File: config.mk
export PLATFORM = sky130hd
export DESIGN_NAME = gpio_apb_top
export DESIGN_NICKNAME = d
export VERILOG_FILES = /design/src/hw/gpio_pkg.sv /design/src/hw/gpio_input_sync.sv /design/src/hw/gpio_event_fifo.sv /design/src/hw/gpio_apb_regs.sv /design/src/hw/gpio_apb_top.sv
export SDC_FILE = /design/constraint.sdc
export NUM_CORES = 1
export LEC_CHECK = 0
export ABC_AREA = 1
export BUFFER_PORTS_ARGS = -buffer_cell sky130_fd_sc_hd__buf_2
export CORE_MARGIN = 4
export CORE_UTILIZATION = 55
export DETAILED_ROUTE_END_ITERATION = 10
export MAX_ROUTING_LAYER = met4
export PLACE_DENSITY_LB_ADDON = 0.25
export SKIP_CTS_REPAIR_TIMING = 1
export SLEW_MARGIN = 40
export SYNTH_ARGS = -nofsm -noshare
export SYNTH_HDL_FRONTEND = slang
export SYNTH_SLANG_ARGS = --single-unit
File: constraint.sdc
create_clock -name PCLK -period 11.4 [get_ports PCLK]
set_clock_uncertainty 0.05 [all_clocks]
set_input_delay 0.57 -clock PCLK [delete_from_list [all_inputs] [get_ports PCLK]]
set_output_delay 0.57 -clock PCLK [all_outputs]
set_load 0.01 [all_outputs]
File: src/hw/gpio_pkg.sv
////////////////////////////////////////////////////////////////////////////
// gpio shared definitions
// pin and bus widths, register offsets, event and level records and
// the packed apb request used between the top level and the registers
////////////////////////////////////////////////////////////////////////////

package gpio_pkg;

  ////////////////////////////////////////////////////////////////////////////
  // sizes
  ////////////////////////////////////////////////////////////////////////////

  // one bit per pin in every register
  localparam int GPIO_PINS      = 32;
  // byte address width seen on PADDR
  localparam int APB_AW         = 8;
  // edge records buffered between the synchronizer and the registers
  localparam int EVT_FIFO_DEPTH = 4;

  ////////////////////////////////////////////////////////////////////////////
  // register map, byte offsets of 32-bit words
  ////////////////////////////////////////////////////////////////////////////

  typedef enum logic [APB_AW-1:0] {
    reg_input_val  = 8'h00,
    reg_input_en   = 8'h04,
    reg_output_en  = 8'h08,
    reg_output_val = 8'h0C,
    reg_rise_ie    = 8'h18,
    reg_rise_ip    = 8'h1C,
    reg_fall_ie    = 8'h20,
    reg_fall_ip    = 8'h24,
    reg_high_ie    = 8'h28,
    reg_high_ip    = 8'h2C,
    reg_low_ie     = 8'h30,
    reg_low_ip     = 8'h34,
    reg_iof_en     = 8'h38,
    reg_iof_sel    = 8'h3C,
    reg_out_xor    = 8'h40
  } gpio_reg_e;

  ////////////////////////////////////////////////////////////////////////////
  // records
  ////////////////////////////////////////////////////////////////////////////

  // pin vector
  typedef logic [GPIO_PINS-1:0] gpio_word_t;

  // one edge record, bits may collect several edges while held
  typedef struct packed {
    gpio_word_t rise;
    gpio_word_t fall;
  } gpio_event_t;

  // level path, sampled is already masked at the sync input
  typedef struct packed {
    gpio_word_t sampled;
    gpio_word_t enabled;
  } gpio_level_t;

  // apb request as seen by the register block
  typedef struct packed {
    logic              sel;
    logic              enable;
    logic              write;
    logic [APB_AW-1:0] addr;
    logic [31:0]       wdata;
  } apb_req_t;

endpackage

File: src/hw/gpio_input_sync.sv
////////////////////////////////////////////////////////////////////////////
// gpio input synchronizer and edge detector
// three-flop sync of the masked pins, edge records merged under
// back-pressure so that no edge is lost
////////////////////////////////////////////////////////////////////////////

`timescale 1ns/1ns

module gpio_input_sync (
  input  logic                  PCLK,
  input  logic                  PRESETn,
  input  gpio_pkg::gpio_word_t  pins_in,
  input  gpio_pkg::gpio_word_t  input_en,
  output gpio_pkg::gpio_level_t level,
  output gpio_pkg::gpio_event_t evt,
  output logic                  evt_valid,
  input  logic                  evt_ready
);
  import gpio_pkg::*;

  // synchronizer stages
  gpio_word_t  sync1;
  gpio_word_t  sync2;
  gpio_word_t  sync3;

  // edges seen this cycle and the record waiting for the fifo
  gpio_event_t new_evt;
  gpio_event_t hold_evt;
  logic        hold_valid;
  logic        new_any;
  logic        accept;

  ////////////////////////////////////////////////////////////////////////////
  // synchronizer
  ////////////////////////////////////////////////////////////////////////////

  // pins masked before the first stage, a disabled pin reads low
  always_ff @(posedge PCLK or negedge PRESETn) begin
    if (!PRESETn) begin
      sync1 <= '0;
      sync2 <= '0;
      sync3 <= '0;
    end else begin
      sync1 <= pins_in & input_en;
      sync2 <= sync1;
      sync3 <= sync2;
    end
  end

  assign level.sampled = sync3;
  assign level.enabled = input_en;

  ////////////////////////////////////////////////////////////////////////////
  // edge records
  ////////////////////////////////////////////////////////////////////////////

  // stage 2 is the newer value, stage 3 the older
  assign new_evt.rise = sync2 & ~sync3;
  assign new_evt.fall = ~sync2 & sync3;
  assign new_any      = |new_evt;

  assign accept = hold_valid & evt_ready;

  // on accept the edges of this cycle open a fresh record,
  // otherwise they are ORed into the held one
  always_ff @(posedge PCLK or negedge PRESETn) begin
    if (!PRESETn) begin
      hold_evt   <= '0;
      hold_valid <= 1'b0;
    end else if (accept || !hold_valid) begin
      hold_evt   <= new_evt;
      hold_valid <= new_any;
    end else begin
      hold_evt   <= hold_evt | new_evt;
      hold_valid <= 1'b1;
    end
  end

  assign evt       = hold_evt;
  assign evt_valid = hold_valid;

  // a stalled record stays valid and only gains bits
  a_evt_hold: assert property (@(posedge PCLK) disable iff (!PRESETn)
    evt_valid && !evt_ready |=> evt_valid && ((evt | $past(evt)) == evt))
    else $error("edge record dropped or lost bits while stalled");

endmodule

File: src/hw/gpio_event_fifo.sv
////////////////////////////////////////////////////////////////////////////
// gpio event fifo
// small synchronous circular buffer of edge records, valid/ready on both
// sides, read data taken straight from the storage array
////////////////////////////////////////////////////////////////////////////

`timescale 1ns/1ns

module gpio_event_fifo #(
  parameter int DEPTH = gpio_pkg::EVT_FIFO_DEPTH
) (
  input  logic                  PCLK,
  input  logic                  PRESETn,
  input  gpio_pkg::gpio_event_t in_evt,
  input  logic                  in_valid,
  output logic                  in_ready,
  output gpio_pkg::gpio_event_t out_evt,
  output logic                  out_valid,
  input  logic                  out_ready
);
  import gpio_pkg::*;

  // pointer width, DEPTH is a power of two
  localparam int AW = $clog2(DEPTH);

  gpio_event_t   mem [DEPTH];
  logic [AW-1:0] wr_ptr;
  logic [AW-1:0] rd_ptr;
  // one bit wider than the pointers so that full is representable
  logic [AW:0]   count;
  logic          push;
  logic          pop;

  ////////////////////////////////////////////////////////////////////////////
  // status and handshakes
  ////////////////////////////////////////////////////////////////////////////

  assign in_ready  = (count != (AW+1)'(DEPTH));
  assign out_valid = (count != '0);
  assign push      = in_valid & in_ready;
  assign pop       = out_valid & out_ready;

  // head of queue, visible the cycle after it was written
  assign out_evt = mem[rd_ptr];

  ////////////////////////////////////////////////////////////////////////////
  // storage and pointers
  ////////////////////////////////////////////////////////////////////////////

  always_ff @(posedge PCLK) begin
    if (push) begin
      mem[wr_ptr] <= in_evt;
    end
  end

  // pointers wrap naturally at DEPTH
  always_ff @(posedge PCLK or negedge PRESETn) begin
    if (!PRESETn) begin
      wr_ptr <= '0;
      rd_ptr <= '0;
      count  <= '0;
    end else begin
      if (push) begin
        wr_ptr <= wr_ptr + 1'b1;
      end
      if (pop) begin
        rd_ptr <= rd_ptr + 1'b1;
      end
      // push and pop together leave the count alone
      case ({push, pop})
        2'b10:   count <= count + 1'b1;
        2'b01:   count <= count - 1'b1;
        default: count <= count;
      endcase
    end
  end

  // a push while full would carry the count past DEPTH
  a_no_overflow: assert property (@(posedge PCLK) disable iff (!PRESETn)
    count <= (AW+1)'(DEPTH))
    else $error("event fifo written while full");

  // from empty only a push may follow, a pop would wrap the count
  a_no_underflow: assert property (@(posedge PCLK) disable iff (!PRESETn)
    count == '0 |=> count <= (AW+1)'(1))
    else $error("event fifo read while empty");

endmodule

File: src/hw/gpio_apb_regs.sv
////////////////////////////////////////////////////////////////////////////
// gpio apb register block
// control and pending registers, pin output muxing and interrupt
////////////////////////////////////////////////////////////////////////////

`timescale 1ns/1ns

module gpio_apb_regs (
  input  logic                  PCLK,
  input  logic                  PRESETn,
  input  gpio_pkg::apb_req_t    req,
  output gpio_pkg::gpio_word_t  prdata,
  input  gpio_pkg::gpio_level_t level,
  input  gpio_pkg::gpio_event_t q_evt,
  input  logic                  q_valid,
  output logic                  q_ready,
  output gpio_pkg::gpio_word_t  input_en,
  input  gpio_pkg::gpio_word_t  iof0,
  input  gpio_pkg::gpio_word_t  iof1,
  output gpio_pkg::gpio_word_t  pins_out,
  output gpio_pkg::gpio_word_t  pins_oe,
  output logic                  irq
);
  import gpio_pkg::*;

  // decoded word offset
  gpio_reg_e  reg_sel;
  logic       wr_en;

  // control registers
  gpio_word_t output_en;
  gpio_word_t output_val;
  gpio_word_t rise_ie;
  gpio_word_t fall_ie;
  gpio_word_t high_ie;
  gpio_word_t low_ie;
  gpio_word_t iof_en;
  gpio_word_t iof_sel;
  gpio_word_t out_xor;

  // pending registers, sticky until written with 1
  gpio_word_t rise_ip;
  gpio_word_t fall_ip;
  gpio_word_t high_ip;
  gpio_word_t low_ip;

  // write-one-to-clear strobes
  logic       clr_rise;
  logic       clr_fall;
  logic       clr_high;
  logic       clr_low;
  logic       ip_wr;
  logic       evt_take;

  // output path
  gpio_word_t iof_out;
  gpio_word_t gpio_out;

  ////////////////////////////////////////////////////////////////////////////
  // apb decode
  ////////////////////////////////////////////////////////////////////////////

  // word aligned, low address bits ignored
  assign reg_sel = gpio_reg_e'({req.addr[APB_AW-1:2], 2'b00});
  // writes land in the access phase
  assign wr_en   = req.sel & req.enable & req.write;

  assign clr_rise = wr_en && (reg_sel == reg_rise_ip);
  assign clr_fall = wr_en && (reg_sel == reg_fall_ip);
  assign clr_high = wr_en && (reg_sel == reg_high_ip);
  assign clr_low  = wr_en && (reg_sel == reg_low_ip);
  assign ip_wr    = clr_rise | clr_fall | clr_high | clr_low;

  // queue stalls while software touches a pending register,
  // so a clear never meets a set in the same cycle
  assign q_ready  = ~ip_wr;
  assign evt_take = q_valid & q_ready;

  ////////////////////////////////////////////////////////////////////////////
  // control registers
  ////////////////////////////////////////////////////////////////////////////

  always_ff @(posedge PCLK or negedge PRESETn) begin
    if (!PRESETn) begin
      input_en   <= '0;
      output_en  <= '0;
      output_val <= '0;
      rise_ie    <= '0;
      fall_ie    <= '0;
      high_ie    <= '0;
      low_ie     <= '0;
      iof_en     <= '0;
      iof_sel    <= '0;
      out_xor    <= '0;
    end else if (wr_en) begin
      // input_val and the pending words are not plain storage
      case (reg_sel)
        reg_input_en:   input_en   <= req.wdata;
        reg_output_en:  output_en  <= req.wdata;
        reg_output_val: output_val <= req.wdata;
        reg_rise_ie:    rise_ie    <= req.wdata;
        reg_fall_ie:    fall_ie    <= req.wdata;
        reg_high_ie:    high_ie    <= req.wdata;
        reg_low_ie:     low_ie     <= req.wdata;
        reg_iof_en:     iof_en     <= req.wdata;
        reg_iof_sel:    iof_sel    <= req.wdata;
        reg_out_xor:    out_xor    <= req.wdata;
        default:        ;
      endcase
    end
  end

  ////////////////////////////////////////////////////////////////////////////
  // pending registers
  ////////////////////////////////////////////////////////////////////////////

  always_ff @(posedge PCLK or negedge PRESETn) begin
    if (!PRESETn) begin
      rise_ip <= '0;
      fall_ip <= '0;
      high_ip <= '0;
      low_ip  <= '0;
    end else begin
      // edges arrive as fifo records
      if (clr_rise) begin
        rise_ip <= rise_ip & ~req.wdata;
      end else if (evt_take) begin
        rise_ip <= rise_ip | q_evt.rise;
      end
      if (clr_fall) begin
        fall_ip <= fall_ip & ~req.wdata;
      end else if (evt_take) begin
        fall_ip <= fall_ip | q_evt.fall;
      end
      // levels every cycle
      // high is masked by the live enable so a pin just disabled
      // cannot raise it from stale sync stages
      if (clr_high) begin
        high_ip <= high_ip & ~req.wdata;
      end else begin
        high_ip <= high_ip | (level.sampled & level.enabled);
      end
      // a disabled pin reads low and keeps low set
      if (clr_low) begin
        low_ip <= low_ip & ~req.wdata;
      end else begin
        low_ip <= low_ip | ~level.sampled;
      end
    end
  end

  ////////////////////////////////////////////////////////////////////////////
  // read data
  ////////////////////////////////////////////////////////////////////////////

  // sampled on every edge, valid in the access phase
  always_ff @(posedge PCLK) begin
    case (reg_sel)
      reg_input_val:  prdata <= level.sampled;
      reg_input_en:   prdata <= input_en;
      reg_output_en:  prdata <= output_en;
      reg_output_val: prdata <= output_val;
      reg_rise_ie:    prdata <= rise_ie;
      reg_rise_ip:    prdata <= rise_ip;
      reg_fall_ie:    prdata <= fall_ie;
      reg_fall_ip:    prdata <= fall_ip;
      reg_high_ie:    prdata <= high_ie;
      reg_high_ip:    prdata <= high_ip;
      reg_low_ie:     prdata <= low_ie;
      reg_low_ip:     prdata <= low_ip;
      reg_iof_en:     prdata <= iof_en;
      reg_iof_sel:    prdata <= iof_sel;
      reg_out_xor:    prdata <= out_xor;
      default:        prdata <= '0;
    endcase
  end

  ////////////////////////////////////////////////////////////////////////////
  // pins and interrupt
  ////////////////////////////////////////////////////////////////////////////

  // per bit, iof_sel chooses the function, iof_en chooses function or gpio
  assign iof_out  = (iof_sel & iof1) | (~iof_sel & iof0);
  assign gpio_out = (iof_en & iof_out) | (~iof_en & output_val);
  // polarity flip last
  assign pins_out = gpio_out ^ out_xor;
  assign pins_oe  = output_en;

  assign irq = |{rise_ip & rise_ie, fall_ip & fall_ie, high_ip & high_ie, low_ip & low_ie};

  // a record taken from the queue shows up in the pending bits one cycle later
  a_evt_lands: assert property (@(posedge PCLK) disable iff (!PRESETn)
    evt_take |=> ((rise_ip & $past(q_evt.rise)) == $past(q_evt.rise)) &&
                 ((fall_ip & $past(q_evt.fall)) == $past(q_evt.fall)))
    else $error("queued edge record lost behind a pending register write");

endmodule

File: src/hw/gpio_apb_top.sv
////////////////////////////////////////////////////////////////////////////
// gpio apb top level
// synchronizer, event fifo and register block on a 32-bit apb port
////////////////////////////////////////////////////////////////////////////

`timescale 1ns/1ns

module gpio_apb_top (
  input  logic                         PCLK,
  input  logic                         PRESETn,
  input  logic                         PSEL,
  input  logic                         PENABLE,
  input  logic                         PWRITE,
  input  logic [gpio_pkg::APB_AW-1:0]  PADDR,
  input  logic [31:0]                  PWDATA,
  output logic [31:0]                  PRDATA,
  output logic                         PREADY,
  input  gpio_pkg::gpio_word_t         pins_in,
  input  gpio_pkg::gpio_word_t         iof0,
  input  gpio_pkg::gpio_word_t         iof1,
  output gpio_pkg::gpio_word_t         pins_out,
  output gpio_pkg::gpio_word_t         pins_oe,
  output logic                         irq
);
  import gpio_pkg::*;

  apb_req_t    req;
  gpio_word_t  input_en;
  gpio_level_t level;

  // producer side of the event queue
  gpio_event_t evt;
  logic        evt_valid;
  logic        evt_ready;

  // consumer side
  gpio_event_t q_evt;
  logic        q_valid;
  logic        q_ready;

  // apb request bundle
  assign req.sel    = PSEL;
  assign req.enable = PENABLE;
  assign req.write  = PWRITE;
  assign req.addr   = PADDR;
  assign req.wdata  = PWDATA;

  // no wait states
  assign PREADY = 1'b1;

  gpio_input_sync gpio_input_sync_i (
    .PCLK      (PCLK),
    .PRESETn   (PRESETn),
    .pins_in   (pins_in),
    .input_en  (input_en),
    .level     (level),
    .evt       (evt),
    .evt_valid (evt_valid),
    .evt_ready (evt_ready)
  );

  gpio_event_fifo #(
    .DEPTH (EVT_FIFO_DEPTH)
  ) gpio_event_fifo_i (
    .PCLK      (PCLK),
    .PRESETn   (PRESETn),
    .in_evt    (evt),
    .in_valid  (evt_valid),
    .in_ready  (evt_ready),
    .out_evt   (q_evt),
    .out_valid (q_valid),
    .out_ready (q_ready)
  );

  gpio_apb_regs gpio_apb_regs_i (
    .PCLK     (PCLK),
    .PRESETn  (PRESETn),
    .req      (req),
    .prdata   (PRDATA),
    .level    (level),
    .q_evt    (q_evt),
    .q_valid  (q_valid),
    .q_ready  (q_ready),
    .input_en (input_en),
    .iof0     (iof0),
    .iof1     (iof1),
    .pins_out (pins_out),
    .pins_oe  (pins_oe),
    .irq      (irq)
  );

endmodule

# Word level (Yosys, flattened, before mapping)
# Memories as Yosys holds them, arrays and structs flattened.
# Cells that the tools add are included.
[totals] register_bits=648 ram_bits=256 input_bits=141 output_inout_bits=98 memories=1
[op_classes] add_sub_neg=4 eq_ne=17 mux=12 bitwise=37 reduce_logical=23
[memory_table] memory="gpio_event_fifo_i.mem" words=4 width=64 rd=1 rd_clocked_by_memory_dff=0 write_ports=1 line_no="gpio_event_fifo.sv:26" text="gpio_event_t mem [DEPTH];"
[ops] operator="$and 32x32->32" n=16
[ops] operator="$pmux 32 s15" n=1
[ops] operator="$mux 32" n=6
[ops] operator="$or 32x32->32" n=6
[ops] operator="$not 32->32" n=5
[ops] operator="$reduce_or 128->1" n=1
[ops] operator="$mux 64" n=1
[ops] operator="$or 64x64->64" n=1
[ops] operator="$reduce_or 64->1" n=1
[ops] operator="$eq 6x4->1 const B" n=8
[ops] operator="$xor 32x32->32" n=1
[ops] operator="$reduce_and 2->1" n=10
[ops] operator="$eq 6x2->1 const B" n=2
[ops] operator="$eq 6x3->1 const B" n=2
[ops] operator="$logic_not 8->1" n=1
[ops] operator="$eq 6x1->1 const B" n=1
[ops] operator="$eq 6x5->1 const B" n=1
[ops] operator="$pmux 3 s2" n=1
[ops] operator="$reduce_bool 2->1" n=3
[ops] operator="$add 2x1->2 const B" n=2
[ops] operator="$and 1x1->1" n=4
[ops] operator="$logic_and 1x1->1" n=4
[ops] operator="$add 3x1->3 const B" n=1
[ops] operator="$mux 1" n=3
[ops] operator="9 further kinds" n=11

# Longest topological paths before layout
[logic_depth] depth_word=10 mapped_depth=14 mapped_depth_nobuf=13

# By module
# From an unflattened synthesis, not the netlist that was laid out.
[hier_totals] cells_unflattened=4484 hier_area_um2=39758.1
[by_module_without_submodules] mod="gpio_apb_regs" n_inst=1 cells_per_inst=3094 area_per_inst_um2=23181.0 seq_area_each_um2=11851.4
[by_module_without_submodules] mod="gpio_event_fifo" n_inst=1 cells_per_inst=806 area_per_inst_um2=10654.0 seq_area_each_um2=7862.5
[by_module_without_submodules] mod="gpio_input_sync" n_inst=1 cells_per_inst=582 area_per_inst_um2=5911.9 seq_area_each_um2=4028.9
[by_module_without_submodules] mod="gpio_apb_top" n_inst=1 cells_per_inst=2 area_per_inst_um2=11.3 seq_area_each_um2=0.0

# Worst setup path before layout
# No wires, ideal clock.
[synth_timing] path_kind="register to register" from="register gpio_event_fifo_i.count[0]" to="memory gpio_event_fifo_i.mem[0][0] (netlist bit) (enable)" setup_time_ns=0.487 arrival_time_ns=3.337 required_time_ns=10.863 setup_slack_ns=7.526 stages_incl_launch_ff=5 path_buffers=0 period_less_slack_ns=3.874 cell_sequence="dfrtp_1 > nor2_1 > nand2_1 > nand2_1 > nor2_1"
[synth_via] elab_chain_len=4
[synth_lines] element="from (decl)" line_no="gpio_event_fifo.sv:30" text="logic [AW:0] count;"
[synth_lines] element="from (signal assigned)" line_no="gpio_event_fifo.sv:71" text="2'b10: count <= count + 1'b1;"
[synth_lines] element="from (signal assigned)" line_no="gpio_event_fifo.sv:72" text="2'b01: count <= count - 1'b1;"
[synth_lines] element="from (signal assigned)" line_no="gpio_event_fifo.sv:73" text="default: count <= count;"
[synth_lines] element="$ne 3x3->1" line_no="gpio_event_fifo.sv:38" text="assign in_ready = (count != (AW+1)'(DEPTH));"
[synth_lines] element="$and 1x1->1" line_no="gpio_event_fifo.sv:40" text="assign push = in_valid & in_ready;"
[synth_lines] element="$mux 1" line_no="gpio_event_fifo.sv:51" text="if (push) begin"
[synth_lines] element="$mux 1 (implied by the code)" line_no="gpio_event_fifo.sv:52" text="mem[wr_ptr] <= in_evt;"
[synth_lines] element="to (decl)" line_no="gpio_event_fifo.sv:26"
# Every way passes these cells.

# Final worst setup path
[layout_timing] from="input PADDR[7] (netlist bit)" to="register gpio_event_fifo_i.count[1]"
[layout_via] elab_chain_len=9 word_cells_on_any_way=17
[layout_lines] element="from (decl)" line_no="gpio_apb_top.sv:14" text="input logic [gpio_pkg::APB_AW-1:0] PADDR,"
[layout_lines] element="$eq 6x3->1 or $eq 6x4->1 (tied branches)" line_no="gpio_apb_regs.sv:68, gpio_apb_regs.sv:69"
[layout_lines] element="$logic_and 1x1->1, on equally long branches" line_no="gpio_apb_regs.sv:68, gpio_apb_regs.sv:69"
[layout_lines] element="$or 1x1->1 (2 in series)" line_no="gpio_apb_regs.sv:72" text="assign ip_wr = clr_rise | clr_fall | clr_high | clr_low;"
[layout_lines] element="$or 1x1->1 *" line_no="gpio_apb_regs.sv:72"
[layout_lines] element="$not 1->1 *" line_no="gpio_apb_regs.sv:76" text="assign q_ready = ~ip_wr;"
[layout_lines] element="$and 1x1->1 *"
[layout_lines] element="via gpio_apb_regs_i.evt_take" line_no="gpio_apb_regs.sv:53" text="logic evt_take;"
[layout_lines] element="$eq 2x1->1 or $eq 2x2->1 (tied branches)" line_no="gpio_event_fifo.sv:70" text="case ({push, pop})"
[layout_lines] element="$pmux 3 s2 or $reduce_bool 2->1 (tied branches)"
# Mark *: on every way through the listed nets, which the timed path passes. The rest lies on a longest branch.
# A chain may end at the register's enable or synchronous reset.

==> results.py <==
metrics = {
    "outcome": {
        "outcome": "completed",
    },
    "timing": {
        "hold_viol": 0,
        "period_share_pct": 35.28,
        "setup_tns_ps": 0,
        "final_max_slew_viol_count": 0,
        "max_clock_freq_mhz": 248.6,
        "period_needed_ps": 4022,
        "setup_viol": 0,
        "rsz0062_at_grt": "false",
        "worst_pin_slew_ps": 881.4,
        "maxSlewHeadroom_pct": 41.18,
    },
    "yosys": {
        "muxShareOfSynthArea_pct": 0,
        "synth_top_family_by_area": "simple AND/OR/NAND/NOR gates",
        "synth-main-ff-cell": "dfrtp_1",
        "synth_simple_gate_area_share_pct": 23.61,
        "synth-adder-area-share_pct": 0.2089,
        "synth_compound_area_share_pct": 9.273,
        "yosys-top-cells-count": "nand2_1, dfrtp_1, o21ai_0",
        "synth.distinct_cells": 31,
        "yosys_warnings": 0,
        "yosys-top-cells-area": "dfrtp_1, edfxtp_1, nand2_1, o21ai_0, nor2_1",
        "syn-instance-count": 4601,
        "synth_xor_area_share_pct": 0.7975,
        "synthesis.area_mm2": 0.03953,
        "ys_seq_elements": 904,
        "synth_top_area_share_pct": 38.99,
        "synthArstFlopShare_pct": 68.14,
        "synth_area_leader_cell": "dfrtp_1",
        "synth_edf_count": 256,
        "syn_avg_cell_area_um2": 8.593,
        "synth.most_common_cell": "nand2_1",
        "ys_seq_area_share_pct": 60.06,
        "syn-num-nets": 4748,
    },
    "placement": {
        "dp_cells": 5615,
        "routabilityCongestion": 0.9606,
        "port_buffers": 235,
        "detailed_place_hpwl_um": 86410,
    },
    "min_path": {
        "hold_class": "input pin to register",
        "holdPathStages": 3,
        "min_from": "pins_in[27]",
        "hold_end": "gpio_input_sync_i.sync1[27]",
    },
    "floorplanning": {
        "core_mm2": 0.07136,
        "ios": 239,
        "start_util_pct": 55.40,
        "die_h_um": 276.1,
        "die-area_mm2": 0.07623,
        "die_x_um": 276.1,
        "core.rowCount": 98,
    },
    "setup_path": {
        "crit_fanout": 47,
        "crit_chain": "buf_2 -> nor2_2 -> nand3_2 -> nand3_1 -> nand2_1 -> nand2_2 -> buf_4 -> buf_4 -> inv_1 -> ha_1 -> inv_1 -> fa_1 -> o21ai_0",
        "slowest_delay_ps": 700,
        "slowest_stage": "buf_4",
        "worstPathArrival_ps": 4540,
        "timing.rr.end": "gpio_event_fifo_i.count[1]",
        "rr_worst_depth": 10,
        "ff2ff_setup_slack_ps": 8130,
        "r2r_start": "gpio_event_fifo_i.count[0]",
        "cp-start-kind": "input pin",
        "crit_type": "input pin to register",
        "crit_path_end_kind": "register",
        "startpoint": "PADDR[7]",
        "cp.required_ps": 11920,
    },
    "global_route": {
        "antenna_found_initial": 10,
        "grt_max_degree": 145,
        "grt_overflow_total": 0,
        "grt_pass1_vias": 31910,
        "grt_use_total_pct": 34.77,
        "grt_first_pass_wirelength_um": 195100,
    },
    "final_layout": {
        "drive_gt1_share_pct": 10.08,
        "largest_reg_flops": 256,
        "area_growth_pct": 13.36,
        "final_cells": 5796,
        "final_nets": 4908,
        "largest_register": "gpio_event_fifo_i.mem",
    },
    "clocking": {
        "clk_pin_slew_ps": 60,
        "cts_root_buffer": "clkbuf_16",
        "cts_sinks": 904,
        "cts_buffer_depth": 3,
        "numCtsBuffers": 90,
        "worstSkewPairLatency_ps": 660,
        "htreeDepth": 3,
        "cts_tree": "done",
    },
    "power_and_ir_drop": {
        "power.leakage_uw": 0.02062,
        "power.density_mw_per_mm2": 204.4,
        "ir_drop_v": 0.0001499,
    },
    "detailed_routing": {
        "ant_nets": 0,
        "dr.pass1.iters": 6,
        "wl_um": 130400,
        "drt_iter0_markers": 3565,
        "post_drt_wl_per_cell_um": 22.49,
        "drc": 0,
        "vias": 33250,
        "via_per_inst": 5.737,
    },
    "run": {
        "cap_violations": 0,
    },
}
## through the flow
stage | area (um2) | worst slack, ps | utilization [%] | total power, uW | hold slack (ps)
floorplan | 39530 | 7526 | - | 5350 | 224.4
global placement | 41510 | 6965 | 58.16 | 6008 | 281.7
detailed placement | 41580 | 6851 | 58.27 | 6089 | 284.7
CTS | 44670 | 7519 | 62.60 | 9144 | -69.77
global route | 44810 | 7246 | 62.79 | 9581 | 54.96
finish | 44820 | 7378 | 62.80 | 9161 | 47.39
## worst max-delay path: cells and delay by family
kind,cells,cell delay (ps)
AND/OR/NAND/NOR,5,1690
buffers and inverters,5,1390
adder cells (fa/ha/maj),2,650
AO/OA/AOI/OAI,1,170
## area by class of cell
type	instances	area, um2
Antenna cell	7	17.52
Clock buffer	138	2713
Clock inverter	32	377.9
Fill cell	5924	26550
Inverter	394	1485
Multi-Input combinational cell	3081	13550
Sequential cell	904	23750
Tap cell	950	1189
Timing Repair Buffer	290	1733
## worst max path at each step
stage                                  end  cells after the start
2_1_floorplan  gpio_event_fifo_i.mem[0][0]                      4
3_3_place_gp    gpio_event_fifo_i.count[1]                     13
3_5_place_dp    gpio_event_fifo_i.count[1]                     13
4_1_cts         gpio_event_fifo_i.count[1]                     13
5_1_grt         gpio_event_fifo_i.count[1]                     13
6_report        gpio_event_fifo_i.count[1]                     13
## cells by family after synthesis
kind of cell / Yosys count
AND/OR/NAND/NOR: 2327
buffers and inverters: 616
XOR/XNOR: 36
other: 1
adder cells (fa/ha/maj): 6
flip-flops: 904
AO/OA/AOI/OAI: 711
## cells in the final DEF (no fill, tap or decap), types with 10 or more instances in the layout
| cell | synthesis | routed |
|---|---|---|
| nand2_1 | 1643 | 1629 |
| edfxtp_1 | 256 | 256 |
| buf_4 | 3 | 37 |
| clkbuf_1 | 159 | 29 |
| nand2_2 | 1 | 13 |
| nor2_1 | 400 | 389 |
| a21oi_1 | 68 | 68 |
| nor2_4 | 1 | 10 |
| o21ai_0 | 576 | 576 |
| buf_6 | 0 | 11 |
| nand4_1 | 91 | 91 |
| clkinv_2 | 0 | 16 |
| nand3_1 | 131 | 129 |
| nor2_2 | 10 | 12 |
| buf_2 | 53 | 234 |
| o211ai_1 | 43 | 43 |
| clkbuf_8 | 0 | 11 |
| clkbuf_16 | 0 | 98 |
| or2_2 | 12 | 12 |
| xnor2_1 | 31 | 31 |
| dfrtp_1 | 616 | 614 |
| dfxtp_1 | 32 | 32 |
| nand3b_1 | 34 | 34 |
| o21ai_1 | 24 | 24 |
| inv_1 | 389 | 388 |
## where the power goes
part	total, uW	internal (uW)	switching, uW
Sequential	4180	3890	295
Clock	3090	1810	1280
Combinational	1890	526	1370
Total	9160	6220	2940
## metal layers
| layer | global-route usage [%] | wire (um) | up-vias |
|---|---|---|---|
| li1 | - | - | 15090 |
| met1 | 43.56 | 47830 | 15850 |
| met2 | 53.79 | 60680 | 1859 |
| met3 | 4.813 | 11760 | 463 |
| met4 | 22.11 | 10090 | 0 |
| met5 | - | 0 | - |
No activity file was read; power rests on OpenSTA's default activity.
